File: config.mk
export PLATFORM = sky130hd
export DESIGN_NAME = idu_stage
export DESIGN_NICKNAME = d
export VERILOG_FILES = /design/src/common/idu_pkg.sv /design/src/idu/idu_stage.sv /design/src/idu/idu_imm_gen.sv /design/src/idu/idu_decode.sv /design/src/source/gpr_file.sv
export SDC_FILE = /design/constraint.sdc
export NUM_CORES = 1
export LEC_CHECK = 0
export ABC_AREA = 1
export BUFFER_PORTS_ARGS = -buffer_cell sky130_fd_sc_hd__clkbuf_2
export CAP_MARGIN = 5
export CORE_AREA = 2 2 215 323
export CTS_CLUSTER_DIAMETER = 30
export CTS_CLUSTER_SIZE = 25
export DETAILED_ROUTE_END_ITERATION = 10
export DIE_AREA = 0 0 217 325
export GPL_TIMING_DRIVEN = 1
export HOLD_SLACK_MARGIN = 0.15
export PLACE_DENSITY_LB_ADDON = 0.05
export SETUP_SLACK_MARGIN = 0.2
export SYNTH_ARGS = -nofsm -noshare
export SYNTH_HDL_FRONTEND = slang
export SYNTH_HIERARCHICAL = 1
export SYNTH_SLANG_ARGS = --single-unit
File: constraint.sdc
create_clock -name clk -period 3.32 [get_ports clk]
set_input_delay 0.166 -clock clk [delete_from_list [all_inputs] [get_ports clk]]
set_output_delay 0.166 -clock clk [all_outputs]
set_load 0.005 [all_outputs]
File: src/common/idu_pkg.sv
// shared sizes and control enums for the RV32E decode stage, imported by its modules and testbench
package idu_pkg;

    // ==================================================
    // sizes
    // ==================================================
    localparam int XLEN      = 32;
    localparam int NUM_GPR   = 16;
    localparam int GPR_AW    = 4;
    localparam int INST_RD_W = 5;
    localparam int CSR_AW    = 12;

    // ==================================================
    // major opcodes, bits [6:0] of the instruction
    // ==================================================
    typedef enum logic [6:0] {
        OP_LOAD   = 7'b0000011,
        OP_IMM    = 7'b0010011,
        OP_AUIPC  = 7'b0010111,
        OP_STORE  = 7'b0100011,
        OP_REG    = 7'b0110011,
        OP_LUI    = 7'b0110111,
        OP_BRANCH = 7'b1100011,
        OP_JALR   = 7'b1100111,
        OP_JAL    = 7'b1101111,
        OP_SYSTEM = 7'b1110011
    } opcode_e;

    // ==================================================
    // control encodings towards execute
    // ==================================================
    typedef enum logic [3:0] {
        ADD, SUB, SLT, SLTU, XOR, OR, AND, SLL, SRL, SRA,
        // operand 2 straight through, for lui and csr reads
        PASS
    } alu_op_e;

    typedef enum logic [0:0] {SRC1_RS1, SRC1_PC} alu_src1_e;

    typedef enum logic [1:0] {SRC2_RS2, SRC2_IMM, SRC2_FOUR, SRC2_CSR} alu_src2_e;

    // immediate layout, shared by decoder and immediate generator
    typedef enum logic [2:0] {FMT_R, FMT_I, FMT_S, FMT_B, FMT_U, FMT_J, FMT_NONE} inst_fmt_e;

    typedef enum logic [1:0] {MEM_BYTE, MEM_HALF, MEM_WORD} mem_size_e;

    typedef enum logic [2:0] {
        CMP_NONE, CMP_EQ, CMP_NE, CMP_LT, CMP_GE, CMP_LTU, CMP_GEU
    } br_cmp_e;

    // jal and branches use pc, jalr uses rs1, ecall and mret use a csr
    typedef enum logic [1:0] {JB_NONE, JB_PC, JB_RS1, JB_CSR} jump_base_e;

    typedef enum logic [2:0] {
        SYS_NONE, SYS_ECALL, SYS_EBREAK, SYS_MRET, SYS_CSRRW, SYS_CSRRS
    } sys_op_e;

endpackage
File: src/idu/idu_stage.sv
// decode stage top, captures a fetched word and presents its decode and operands to execute
module idu_stage import idu_pkg::*; (
    input  logic                 clk,
    input  logic                 reset_i,
    input  logic                 inst_valid_i,
    input  logic [XLEN-1:0]      inst_i,
    input  logic [XLEN-1:0]      pc_i,
    input  logic                 stall_i,
    input  logic                 flush_i,
    input  logic                 wb_en_i,
    input  logic [GPR_AW-1:0]    wb_rd_i,
    input  logic [XLEN-1:0]      wb_data_i,
    output logic                 dec_valid_o,
    output logic [XLEN-1:0]      pc_o,
    output alu_op_e              alu_op_o,
    output alu_src1_e            alu_src1_o,
    output alu_src2_e            alu_src2_o,
    output logic [INST_RD_W-1:0] rd_o,
    output logic [INST_RD_W-1:0] rs1_o,
    output logic [INST_RD_W-1:0] rs2_o,
    output logic [CSR_AW-1:0]    csr_id_o,
    output logic                 write_gpr_o,
    output logic                 write_csr_o,
    output logic                 mem_read_o,
    output logic                 mem_write_o,
    output logic                 mem_unsigned_o,
    output mem_size_e            mem_size_o,
    output br_cmp_e              br_cmp_o,
    output jump_base_e           jump_base_o,
    output sys_op_e              sys_op_o,
    output logic                 illegal_o,
    output logic [XLEN-1:0]      imm_o,
    output logic [XLEN-1:0]      rs1_data_o,
    output logic [XLEN-1:0]      rs2_data_o,
    output logic                 halt_o
);

    logic [XLEN-1:0] inst_q;
    logic            valid_q;
    logic            halt_q;
    logic            capture;
    inst_fmt_e       dec_fmt;
    logic            dec_wr_gpr, dec_wr_csr, dec_rd_mem, dec_wr_mem;

    // ==================================================
    // decode register
    // ==================================================
    assign capture = inst_valid_i && !stall_i && !flush_i && !halt_q;

    always_ff @(posedge clk) begin
        if (capture) begin
            inst_q <= inst_i;
            pc_o   <= pc_i;
        end
    end

    // flush first, then stall holds, otherwise valid for one cycle per capture
    always_ff @(posedge clk) begin
        if (reset_i || flush_i) begin
            valid_q <= 1'b0;
        end else if (!stall_i) begin
            valid_q <= capture;
        end
    end

    // sticky until reset
    always_ff @(posedge clk) begin
        if (reset_i) begin
            halt_q <= 1'b0;
        end else if (valid_q && sys_op_o == SYS_EBREAK) begin
            halt_q <= 1'b1;
        end
    end

    assign dec_valid_o = valid_q;
    assign halt_o      = halt_q;

    // ==================================================
    // decode, immediate and register read
    // ==================================================
    idu_decode i_decode (
        .inst_i        (inst_q),
        .fmt_o         (dec_fmt),
        .alu_op_o      (alu_op_o),
        .alu_src1_o    (alu_src1_o),
        .alu_src2_o    (alu_src2_o),
        .rd_o          (rd_o),
        .rs1_o         (rs1_o),
        .rs2_o         (rs2_o),
        .csr_id_o      (csr_id_o),
        .write_gpr_o   (dec_wr_gpr),
        .write_csr_o   (dec_wr_csr),
        .mem_read_o    (dec_rd_mem),
        .mem_write_o   (dec_wr_mem),
        .mem_unsigned_o(mem_unsigned_o),
        .mem_size_o    (mem_size_o),
        .br_cmp_o      (br_cmp_o),
        .jump_base_o   (jump_base_o),
        .sys_op_o      (sys_op_o),
        .illegal_o     (illegal_o)
    );

    idu_imm_gen i_imm_gen (
        .inst_i(inst_q),
        .fmt_i (dec_fmt),
        .imm_o (imm_o)
    );

    // low 4 bits index the file, bit 4 is caught as illegal
    gpr_file i_gpr_file (
        .clk       (clk),
        .reset_i   (reset_i),
        .rs1_i     (rs1_o[GPR_AW-1:0]),
        .rs2_i     (rs2_o[GPR_AW-1:0]),
        .rs1_data_o(rs1_data_o),
        .rs2_data_o(rs2_data_o),
        .wb_en_i   (wb_en_i),
        .wb_rd_i   (wb_rd_i),
        .wb_data_i (wb_data_i)
    );

    // side effects only in a valid cycle
    assign write_gpr_o = dec_wr_gpr && valid_q;
    assign write_csr_o = dec_wr_csr && valid_q;
    assign mem_read_o  = dec_rd_mem && valid_q;
    assign mem_write_o = dec_wr_mem && valid_q;

endmodule

File: src/idu/idu_imm_gen.sv
// builds the sign-extended immediate of the captured instruction from its decoded format
module idu_imm_gen import idu_pkg::*; (
    input  logic [XLEN-1:0] inst_i,
    input  inst_fmt_e       fmt_i,
    output logic [XLEN-1:0] imm_o
);

    logic sign;

    // bit 31 is the sign in every format
    assign sign = inst_i[31];

    always_comb begin
        case (fmt_i)
            FMT_I: begin
                imm_o = {{20{sign}}, inst_i[31:20]};
            end
            FMT_S: begin
                imm_o = {{20{sign}}, inst_i[31:25], inst_i[11:7]};
            end
            FMT_B: begin
                // offset in halfwords, bit 0 implied
                imm_o = {{19{sign}}, sign, inst_i[7], inst_i[30:25], inst_i[11:8], 1'b0};
            end
            FMT_U: begin
                imm_o = {inst_i[31:12], 12'b0};
            end
            FMT_J: begin
                imm_o = {{11{sign}}, sign, inst_i[19:12], inst_i[20], inst_i[30:21], 1'b0};
            end
            default: begin
                // r type and unknown words carry no immediate
                imm_o = '0;
            end
        endcase
    end

endmodule

File: src/idu/idu_decode.sv
// combinational RV32E decoder, turns an instruction word into control enums, flags and indices
module idu_decode import idu_pkg::*; (
    input  logic [XLEN-1:0]      inst_i,
    output inst_fmt_e            fmt_o,
    output alu_op_e              alu_op_o,
    output alu_src1_e            alu_src1_o,
    output alu_src2_e            alu_src2_o,
    output logic [INST_RD_W-1:0] rd_o,
    output logic [INST_RD_W-1:0] rs1_o,
    output logic [INST_RD_W-1:0] rs2_o,
    output logic [CSR_AW-1:0]    csr_id_o,
    output logic                 write_gpr_o,
    output logic                 write_csr_o,
    output logic                 mem_read_o,
    output logic                 mem_write_o,
    output logic                 mem_unsigned_o,
    output mem_size_e            mem_size_o,
    output br_cmp_e              br_cmp_o,
    output jump_base_e           jump_base_o,
    output sys_op_e              sys_op_o,
    output logic                 illegal_o
);

    logic [2:0] funct3;
    logic [6:0] funct7;
    logic       known;
    logic       use_rd, use_rs1, use_rs2;
    logic       bad_reg;
    logic       wr_gpr, wr_csr, rd_mem, wr_mem;
    br_cmp_e    br_cmp;
    jump_base_e jump_base;
    sys_op_e    sys_op;

    assign funct3   = inst_i[14:12];
    assign funct7   = inst_i[31:25];
    assign rd_o     = inst_i[11:7];
    assign rs1_o    = inst_i[19:15];
    assign rs2_o    = inst_i[24:20];
    assign csr_id_o = inst_i[31:20];

    // ==================================================
    // opcode and funct decode
    // ==================================================
    always_comb begin
        fmt_o          = FMT_NONE;
        alu_op_o       = ADD;
        alu_src1_o     = SRC1_RS1;
        alu_src2_o     = SRC2_RS2;
        mem_size_o     = MEM_WORD;
        mem_unsigned_o = 1'b0;
        wr_gpr         = 1'b0;
        wr_csr         = 1'b0;
        rd_mem         = 1'b0;
        wr_mem         = 1'b0;
        br_cmp         = CMP_NONE;
        jump_base      = JB_NONE;
        sys_op         = SYS_NONE;
        known          = 1'b0;
        use_rd         = 1'b0;
        use_rs1        = 1'b0;
        use_rs2        = 1'b0;

        case (opcode_e'(inst_i[6:0]))
            OP_IMM, OP_REG: begin
                fmt_o      = inst_i[5] ? FMT_R : FMT_I;
                alu_src2_o = inst_i[5] ? SRC2_RS2 : SRC2_IMM;
                wr_gpr     = 1'b1;
                {use_rd, use_rs1, use_rs2} = {2'b11, inst_i[5]};
                // funct7 only qualifies shifts on OP_IMM, and everything on OP_REG
                known = (funct7 == 7'b0000000) || (!inst_i[5] && funct3 != 3'b001
                        && funct3 != 3'b101);
                case (funct3)
                    3'b000: alu_op_o = (inst_i[5] && funct7[5]) ? SUB : ADD;
                    3'b001: alu_op_o = SLL;
                    3'b010: alu_op_o = SLT;
                    3'b011: alu_op_o = SLTU;
                    3'b100: alu_op_o = XOR;
                    3'b101: alu_op_o = funct7[5] ? SRA : SRL;
                    3'b110: alu_op_o = OR;
                    default: alu_op_o = AND;
                endcase
                // sub and sra are the only other funct7 values
                if (funct7 == 7'b0100000 && (funct3 == 3'b101 || (inst_i[5] && funct3 == 3'b000)))
                    known = 1'b1;
            end
            OP_LOAD: begin
                fmt_o          = FMT_I;
                alu_src2_o     = SRC2_IMM;
                rd_mem         = 1'b1;
                wr_gpr         = 1'b1;
                mem_size_o     = mem_size_e'(funct3[1:0]);
                mem_unsigned_o = funct3[2];
                known          = (funct3 inside {3'b000, 3'b001, 3'b010, 3'b100, 3'b101});
                {use_rd, use_rs1} = 2'b11;
            end
            OP_STORE: begin
                fmt_o      = FMT_S;
                alu_src2_o = SRC2_IMM;
                wr_mem     = 1'b1;
                mem_size_o = mem_size_e'(funct3[1:0]);
                known      = (funct3 inside {3'b000, 3'b001, 3'b010});
                {use_rs1, use_rs2} = 2'b11;
            end
            OP_BRANCH: begin
                fmt_o     = FMT_B;
                alu_op_o  = funct3[1] ? SLTU : SLT;
                jump_base = JB_PC;
                known     = (funct3[2:1] != 2'b01);
                {use_rs1, use_rs2} = 2'b11;
                case (funct3)
                    3'b000: br_cmp = CMP_EQ;
                    3'b001: br_cmp = CMP_NE;
                    3'b100: br_cmp = CMP_LT;
                    3'b101: br_cmp = CMP_GE;
                    3'b110: br_cmp = CMP_LTU;
                    default: br_cmp = CMP_GEU;
                endcase
            end
            OP_JAL, OP_JALR: begin
                fmt_o      = inst_i[3] ? FMT_J : FMT_I;
                alu_src1_o = SRC1_PC;
                alu_src2_o = SRC2_FOUR;
                wr_gpr     = 1'b1;
                jump_base  = inst_i[3] ? JB_PC : JB_RS1;
                known      = inst_i[3] || (funct3 == 3'b000);
                use_rd     = 1'b1;
                use_rs1    = !inst_i[3];
            end
            OP_LUI, OP_AUIPC: begin
                fmt_o      = FMT_U;
                alu_op_o   = inst_i[5] ? PASS : ADD;
                alu_src1_o = inst_i[5] ? SRC1_RS1 : SRC1_PC;
                alu_src2_o = SRC2_IMM;
                wr_gpr     = 1'b1;
                known      = 1'b1;
                use_rd     = 1'b1;
            end
            OP_SYSTEM: begin
                fmt_o = FMT_I;
                if (funct3 == 3'b000 && inst_i[19:7] == '0) begin
                    known = 1'b1;
                    case (csr_id_o)
                        12'h000: {sys_op, jump_base, wr_csr} = {SYS_ECALL, JB_CSR, 1'b1};
                        12'h001: sys_op = SYS_EBREAK;
                        12'h302: {sys_op, jump_base, fmt_o} = {SYS_MRET, JB_CSR, FMT_R};
                        default: known = 1'b0;
                    endcase
                end else if (funct3 == 3'b001 || funct3 == 3'b010) begin
                    // old csr value goes to rd through the alu
                    alu_op_o   = PASS;
                    alu_src2_o = SRC2_CSR;
                    wr_gpr     = 1'b1;
                    wr_csr     = 1'b1;
                    sys_op     = funct3[1] ? SYS_CSRRS : SYS_CSRRW;
                    known      = 1'b1;
                    {use_rd, use_rs1} = 2'b11;
                end
            end
            default: known = 1'b0;
        endcase
    end

    // ==================================================
    // illegal check and side effect gating
    // ==================================================
    // RV32E has x0..x15 only
    assign bad_reg   = (use_rd && rd_o[4]) || (use_rs1 && rs1_o[4]) || (use_rs2 && rs2_o[4]);
    assign illegal_o = !known || bad_reg;

    assign write_gpr_o = wr_gpr && !illegal_o;
    assign write_csr_o = wr_csr && !illegal_o;
    assign mem_read_o  = rd_mem && !illegal_o;
    assign mem_write_o = wr_mem && !illegal_o;
    assign br_cmp_o    = illegal_o ? CMP_NONE : br_cmp;
    assign jump_base_o = illegal_o ? JB_NONE : jump_base;
    assign sys_op_o    = illegal_o ? SYS_NONE : sys_op;

endmodule

File: src/source/gpr_file.sv
// RV32E general register file with two asynchronous reads and one synchronous writeback port
module gpr_file import idu_pkg::*; (
    input  logic              clk,
    input  logic              reset_i,
    input  logic [GPR_AW-1:0] rs1_i,
    input  logic [GPR_AW-1:0] rs2_i,
    output logic [XLEN-1:0]   rs1_data_o,
    output logic [XLEN-1:0]   rs2_data_o,
    input  logic              wb_en_i,
    input  logic [GPR_AW-1:0] wb_rd_i,
    input  logic [XLEN-1:0]   wb_data_i
);

    logic [XLEN-1:0] regs [NUM_GPR];

    // ==================================================
    // write port
    // ==================================================
    always_ff @(posedge clk) begin
        if (reset_i) begin
            for (int i = 0; i < NUM_GPR; i++) begin
                regs[i] <= '0;
            end
        end else if (wb_en_i && wb_rd_i != '0) begin
            // x0 is never written
            regs[wb_rd_i] <= wb_data_i;
        end
    end

    // ==================================================
    // read ports
    // ==================================================
    // no bypass, a write shows up from the next cycle
    assign rs1_data_o = (rs1_i == '0) ? '0 : regs[rs1_i];
    assign rs2_data_o = (rs2_i == '0) ? '0 : regs[rs2_i];

endmodule

### Word-level counts from Yosys, hierarchy flattened

Memory sizes are Yosys's and may differ from the RTL's. A register that Yosys moved wholly into a read port is not among the register bits.
Index checks and enable logic that the tools add are counted.

| storage, ports and cells | value |
|---|---|
| word-level logic and storage cells | 152 |
| bits in registers | 66 |
| memories kept | 1 |
| memory bits (writable) | 512 |
| input bits | 106 |

| cells by class | value |
|---|---|
| eq/ne operators | 28 |
| muxes and demuxes | 62 |
| reduce and logical (&&, ||, !) cells | 57 |

Memories:

| memory | depth | width | rd ports | clocked after Yosys merged registers in | wr ports | RTL line | RTL |
|---|---|---|---|---|---|---|---|
| i_gpr_file.regs | 16 | 32 | 2 | 2 | 16 | gpr_file.sv:14 | `logic [XLEN-1:0] regs [NUM_GPR];` |

Operators with widths:

| kind | number |
|---|---|
| $pmux W32 S5 | 1 |
| $mux W32 | 3 |
| $reduce_or A32 Y1 | 1 |
| $eq A7 B6 Y1 const B | 4 |
| $eq A7 B7 Y1 const B | 4 |
| $pmux W4 S7 | 1 |
| $mux W1 | 25 |
| $mux W3 | 8 |
| $mux W4 | 6 |
| $logic_and A1 B1 Y1 | 22 |
| $pmux W3 S7 | 1 |
| $pmux W4 S4 | 1 |
| $eq A3 B2 Y1 const B | 5 |
| $eq A3 B3 Y1 const B | 5 |
| $pmux W3 S5 | 1 |
| $eq A7 B5 Y1 const B | 2 |
| $mux W2 | 7 |
| $logic_not A13 Y1 | 1 |
| $eq A12 B1 Y1 const B | 1 |
| $eq A12 B10 Y1 const B | 1 |
| $logic_not A12 Y1 | 1 |
| $pmux W2 S3 | 2 |
| $reduce_or A2 Y1 | 6 |
| $logic_not A4 Y1 | 2 |
| 20 further kinds | 36 |

### Depth between registers and ports, before layout

| logic depth | value |
|---|---|
| depth in word-level cells | 12 |
| gate-level depth with buffers | 17 |
| mapped depth without buffers | 16 |

### Modules after synthesis

The synthesis kept the hierarchy.

Modules (own cells, without submodules):

| module | cells each | seq. area each (µm²) | times used | area an instance (µm²) |
|---|---|---|---|---|
| gpr_file | 4064 | 15374.7 | 1 | 29945.0 |
| idu_stage | 88 | 1961.9 | 1 | 2053.2 |
| idu_decode | 208 | 0.0 | 1 | 1066.0 |
| idu_imm_gen | 92 | 0.0 | 1 | 455.4 |

### Least setup slack after synthesis

Ideal clock, no wire load.

| timing path | value |
|---|---|
| path type | register to register |
| start | reg halt_q, in the netlist halt_o |
| end | reg inst_q[0] (enable) |
| cell stages (with the launch flop) | 4 |
| path buffers | 0 |
| clock period less this slack | 2.146 ns |
| required time | 2.902 ns |
| data arrival time | 1.728 ns |
| slack | 1.174 ns |
| setup time | 0.418 ns |
| path through | dfxtp_1 -> nor2_1 -> nand2_1 -> inv_1 |

| between the ends | value |
|---|---|
| longest elaborated chain between the ends | 2 |

RTL lines:

| element | RTL line | RTL |
|---|---|---|
| start, declared | idu_stage.sv:40 | `logic halt_q;` |
| start signal, assigned | idu_stage.sv:69 | `halt_q <= 1'b0;` |
| start signal, assigned | idu_stage.sv:71 | `halt_q <= 1'b1;` |
| $logic_not A1 Y1 | idu_stage.sv:48 | `assign capture = inst_valid_i && !stall_i && !flush_i && !halt_q;` |
| $logic_and A1 B1 Y1 | idu_stage.sv:48 |  |
| named net capture | idu_stage.sv:41 | `logic capture;` |
| end signal, assigned | idu_stage.sv:52 | `inst_q <= inst_i;` |
| end, declared | idu_stage.sv:38 | `logic [XLEN-1:0] inst_q;` |

The timed path passes the listed nets, and every way through them passes these cells.
A chain may end at the register's enable or synchronous reset.

### Worst setup path after layout

| timing path | value |
|---|---|
| start | reg inst_q[12] |
| end | out imm_o[26] |

| between the ends | value |
|---|---|
| longest elaborated chain between the ends | 6 |

RTL lines:

| element | RTL line | RTL |
|---|---|---|
| $logic_not A13 Y1 / $logic_not A3 Y1 (equally long branches) | idu_decode.sv:140 | `if (funct3 == 3'b000 && inst_i[19:7] == '0) begin` |
| $logic_and A1 B1 Y1 * | idu_decode.sv:140 |  |
| $mux W3 * | idu_decode.sv:140 |  |
| $pmux W3 S7 * | idu_decode.sv:63 | `case (opcode_e'(inst_i[6:0]))` |
| named net dec_fmt[0] | idu_stage.sv:42 | `inst_fmt_e dec_fmt;` |
| $eq A3 B3 Y1, or another cell as far along | idu_imm_gen.sv:14 | `case (fmt_i)` |
| $pmux W32 S5 * | idu_imm_gen.sv:14 |  |
| end, declared | idu_stage.sv:32 | `output logic [XLEN-1:0] imm_o,` |

Mark *: on every way through the listed nets, which the timed path passes. The rest lies on a longest branch.

==> impl_metrics.py <==
metrics = {
    "status": {
        "run_status": "finished, final reports clean",
    },
    "global_routing": {
        "grt_busiest_layer": "met2",
        "met3_usage_pct": 6.49,
        "antenna_found_initial": 1,
        "grt_util_met1_pct": 42.3,
        "grt_pass1_vias": 30900,
        "grt_overflow": 0,
        "grt_start_max_net_pins": 158,
        "gr-usage-met2_pct": 61.5,
        "grt_first_pass_wirelength_mm": 190,
        "grt_usage_pct": 36.2,
    },
    "final_layout": {
        "layout_commonest_cell": "sky130_fd_sc_hd__nand2_1",
        "insertedDiodeCount": 0,
        "drive_above_1_share_pct": 14.8,
        "final_design_area_no_fill_um2": 41500,
        "mostFrequentLayoutCells": "sky130_fd_sc_hd__nand2_1 (1422), sky130_fd_sc_hd__nand3_1 (762), sky130_fd_sc_hd__inv_1 (646), sky130_fd_sc_hd__edfxtp_1 (576), sky130_fd_sc_hd__nor2_1 (535)",
        "area_growth_pct": 23.7,
        "area_taken_by_multi_input_logic_gates_um2": 12400,
        "finish.net_count": 4902,
        "layout.filler_cells": 6125,
        "sequential_area_um2": 17300,
    },
    "sta": {
        "timing.setup.tns_ns": 0,
        "final-setup-viol-count": 0,
        "layout_min_cycle_time_ns": 3.10,
        "timing.slew.headroom_pct": 40.5,
        "timing.clock.skew_ns": 0.0266,
        "drv_slew": 0,
        "grt_setup_unrepaired": "yes",
        "whs_ns": 0.169,
        "worstMarginPinSlew_ns": 0.893,
        "max_freq_mhz": 323,
        "hold_violations": 0,
        "period_share_pct": 93.3,
    },
    "route": {
        "drt_iter0_markers": 3452,
        "routed-via-count": 31800,
        "post-route-drc-count": 0,
        "totalWireLength_mm": 129,
        "ant_nets": 0,
        "detail_route.wl_per_cell_um": 22.3,
        "via_per_inst": 5.50,
        "first_pass_iters": 8,
    },
    "logic_synthesis": {
        "post_synth_num_cell_types": 35,
        "seq_area_frac_synth_pct": 51.7,
        "syn-cell-area_um2": 33500,
        "synthesis.instances": 4452,
        "avgSynthCellArea_um2": 7.53,
        "ys.warnings.count": 6,
        "synth-seq-cells": 578,
    },
    "critical_path": {
        "capturing_element_type_of_the_critical_path": "primary output",
        "cp-start-kind": "flop",
        "cp.required_ns": 3.15,
        "crit_path_max_incr_delay_ns": 0.44,
        "worstPathCellList": "inv_2, nand3_2, nor2_1, nand2_1, nor2_1, o2111ai_1, buf_4, o211ai_2, buf_6, nand3_1, clkbuf_2",
        "critPathArrivalTime_ns": 2.93,
        "critPathMostFrequentCell": "sky130_fd_sc_hd__nor2_1",
        "crit_type": "flop to primary output",
        "worstPathBufferInverterCount": 4,
        "slowest_stage": "sky130_fd_sc_hd__edfxtp_1",
        "cell_class_contributing_the_biggest_share_of_worst_path_delay": "buffers and inverters",
        "r2r_slack_ns": 0.94,
        "timing.critical_path.fanout_max": 13,
    },
    "pwr": {
        "p_seq_share_pct": 37.4,
        "internal_power_w": 0.0171,
        "cellLeakagePower_nw": 20.0,
        "combinationalPowerShare_pct": 9.1,
        "irDropWorstVdd_mv": 0.430,
        "powerDensity_nw_per_um2": 551,
        "power.switching_fraction_pct": 25.3,
        "power_frac_clock_pct": 53.5,
        "p_switching_w": 0.00578,
    },
    "floorplanning": {
        "starting_density_of_the_core_pct": 49.6,
        "io_pins": 286,
        "core_area_um2": 67600,
        "floorplan.rows": 117,
        "chipHeight_um": 325,
        "total_die_area_um2": 70500,
        "die_x_um": 217,
    },
    "run": {
        "max_cap_viols": 0,
    },
    "placement": {
        "instance_area_after_placement_um2": 36000,
        "port_buffers": 285,
        "place.gp.congestion": 0.932,
        "dp_hpwl_mm": 76.4,
    },
    "clock_network": {
        "cts_inserted_buffers": 117,
        "clockBufferDepth": 3,
        "worst_setup_hold_path_clk_slew_ns": 0.05,
        "clk_latency_ns": 0.70,
        "tritoncts_clock_tree": "built",
        "clock_tree.htree_level_count": 3,
        "cts.sinks": 578,
        "clk_root_buffer_cell": "sky130_fd_sc_hd__clkbuf_16",
    },
    "min_path": {
        "hold_path.class": "primary input to flop",
    },
}
==> registers in the layout, summed over array words and instances (netlist names) <==
name,cells
i_gpr_file/regs,512
inst_q,32
pc_o,32
dec_valid_o,1
halt_o,1
==> synth_stat cells <==
master                         n  area [um2]
sky130_fd_sc_hd__a21boi_1      1        7.51
sky130_fd_sc_hd__a21oi_1      68         340
sky130_fd_sc_hd__a21oi_2       1        8.76
sky130_fd_sc_hd__and2_1        2        12.5
sky130_fd_sc_hd__buf_1        22        82.6
sky130_fd_sc_hd__buf_2       187         936
sky130_fd_sc_hd__buf_4        35         263
sky130_fd_sc_hd__buf_6         3        33.8
sky130_fd_sc_hd__clkbuf_1     81         304
sky130_fd_sc_hd__conb_1        1        3.75
sky130_fd_sc_hd__dfxtp_1       2        40.0
sky130_fd_sc_hd__edfxtp_1    576       17300
sky130_fd_sc_hd__inv_1       650        2440
sky130_fd_sc_hd__inv_2        12        45.0
sky130_fd_sc_hd__inv_4         1        6.26
sky130_fd_sc_hd__nand2_1    1449        5440
sky130_fd_sc_hd__nand2_2      10        62.6
sky130_fd_sc_hd__nand2_4       2        22.5
sky130_fd_sc_hd__nand3_1     762        3810
sky130_fd_sc_hd__nand3_2       4        40.0
sky130_fd_sc_hd__nand4_1       6        37.5
sky130_fd_sc_hd__nor2_1      541        2030
sky130_fd_sc_hd__nor2_2       12        75.1
sky130_fd_sc_hd__nor2_4        3        33.8
sky130_fd_sc_hd__nor3_1        1        5.00
sky130_fd_sc_hd__nor3_2        1        10.0
sky130_fd_sc_hd__nor4_2        2        25.0
sky130_fd_sc_hd__o2111ai_1     1        8.76
sky130_fd_sc_hd__o211ai_1      2        15.0
sky130_fd_sc_hd__o211ai_2      1        12.5
sky130_fd_sc_hd__o21ai_0       8        40.0
sky130_fd_sc_hd__o21ai_1       2        10.0
sky130_fd_sc_hd__o22ai_1       1        6.26
sky130_fd_sc_hd__or2_0         1        6.26
sky130_fd_sc_hd__or2_2         1        6.26
==> worst paths after layout <==
kind | from | cells after the start | end
setup / recovery | inst_q[12] | 11 | imm_o[26]
hold / removal | wb_data_i[28] | 3 | i_gpr_file/regs[15][28]
setup reg to reg | inst_q[12] | 16 | halt_o
hold reg to reg | halt_o | 2 | halt_o
==> kinds of logic after synthesis <==
kind of cell / after synthesis / share of synthesized area, %
simple gates: 2797 / 34.7
buf+inv: 991 / 12.3
flops: 578 / 51.7
compound gates: 85 / 1.34
other cells: 1 / 0.0112
==> power groups by stage <==
| stage | registers [W] | clock network [W] | logic (W) |
|---|---|---|---|
| floorplan | 0.00867 | 0 | 0.00114 |
| global placement | 0.00868 | 0 | 0.00191 |
| detailed placement | 0.00869 | 0 | 0.00191 |
| CTS | 0.00855 | 0.0123 | 0.00202 |
| global route | 0.00859 | 0.0127 | 0.00225 |
| finish | 0.00856 | 0.0122 | 0.00207 |
==> metrics by stage <==
stage | std cells | total power, W | utilization, % | setup WS (ns)
floorplan | 4483 | 0.00981 | - | 1.17
global placement | 5453 | 0.0106 | 53.3 | 0.562
detailed placement | 5453 | 0.0106 | 53.3 | 0.524
CTS | 5778 | 0.0229 | 61.0 | 0.211
global route | 5791 | 0.0235 | 61.3 | 0.124
finish | 5791 | 0.0229 | 61.3 | 0.222
==> timing repair <==
item,in CTS,in global routing
buffers inserted,8,10
hold endpoints to repair,460,0
gates cloned,0,3
gates resized for setup,14,26
pin swaps,2,0
endpoints found under the setup margin,45,62
hold buffers,95,0
==> area by class of cell <==
cell class                      instances  area share (%)
Clock buffer                          122            7.11
Clock inverter                        100            2.87
Inverter                              663            6.10
Multi-Input combinational cell       2914            29.8
Sequential cell                       578            41.8
Tap cell                              892            2.69
Timing Repair Buffer                  522            9.64
==> worst register-to-register path, delay by kind of cell (launching register included) <==
| kind | cells | cell delay [ns] |
|---|---|---|
| and+or+nand+nor | 13 | 1.49 |
| DFF | 1 | 0.44 |
| buffers and inverters | 2 | 0.22 |
| AOI/OAI and AO/OA | 1 | 0.06 |
==> per-layer routing <==
| layer | wire, um | part of all wire [%] |
|---|---|---|
| met4 | 8370 | 6.5 |
| met1 | 45700 | 35 |
| met2 | 63000 | 49 |
| met5 | 8 | 0.0062 |
| met3 | 12200 | 9.5 |
Power figures use the tool's default switching activity.
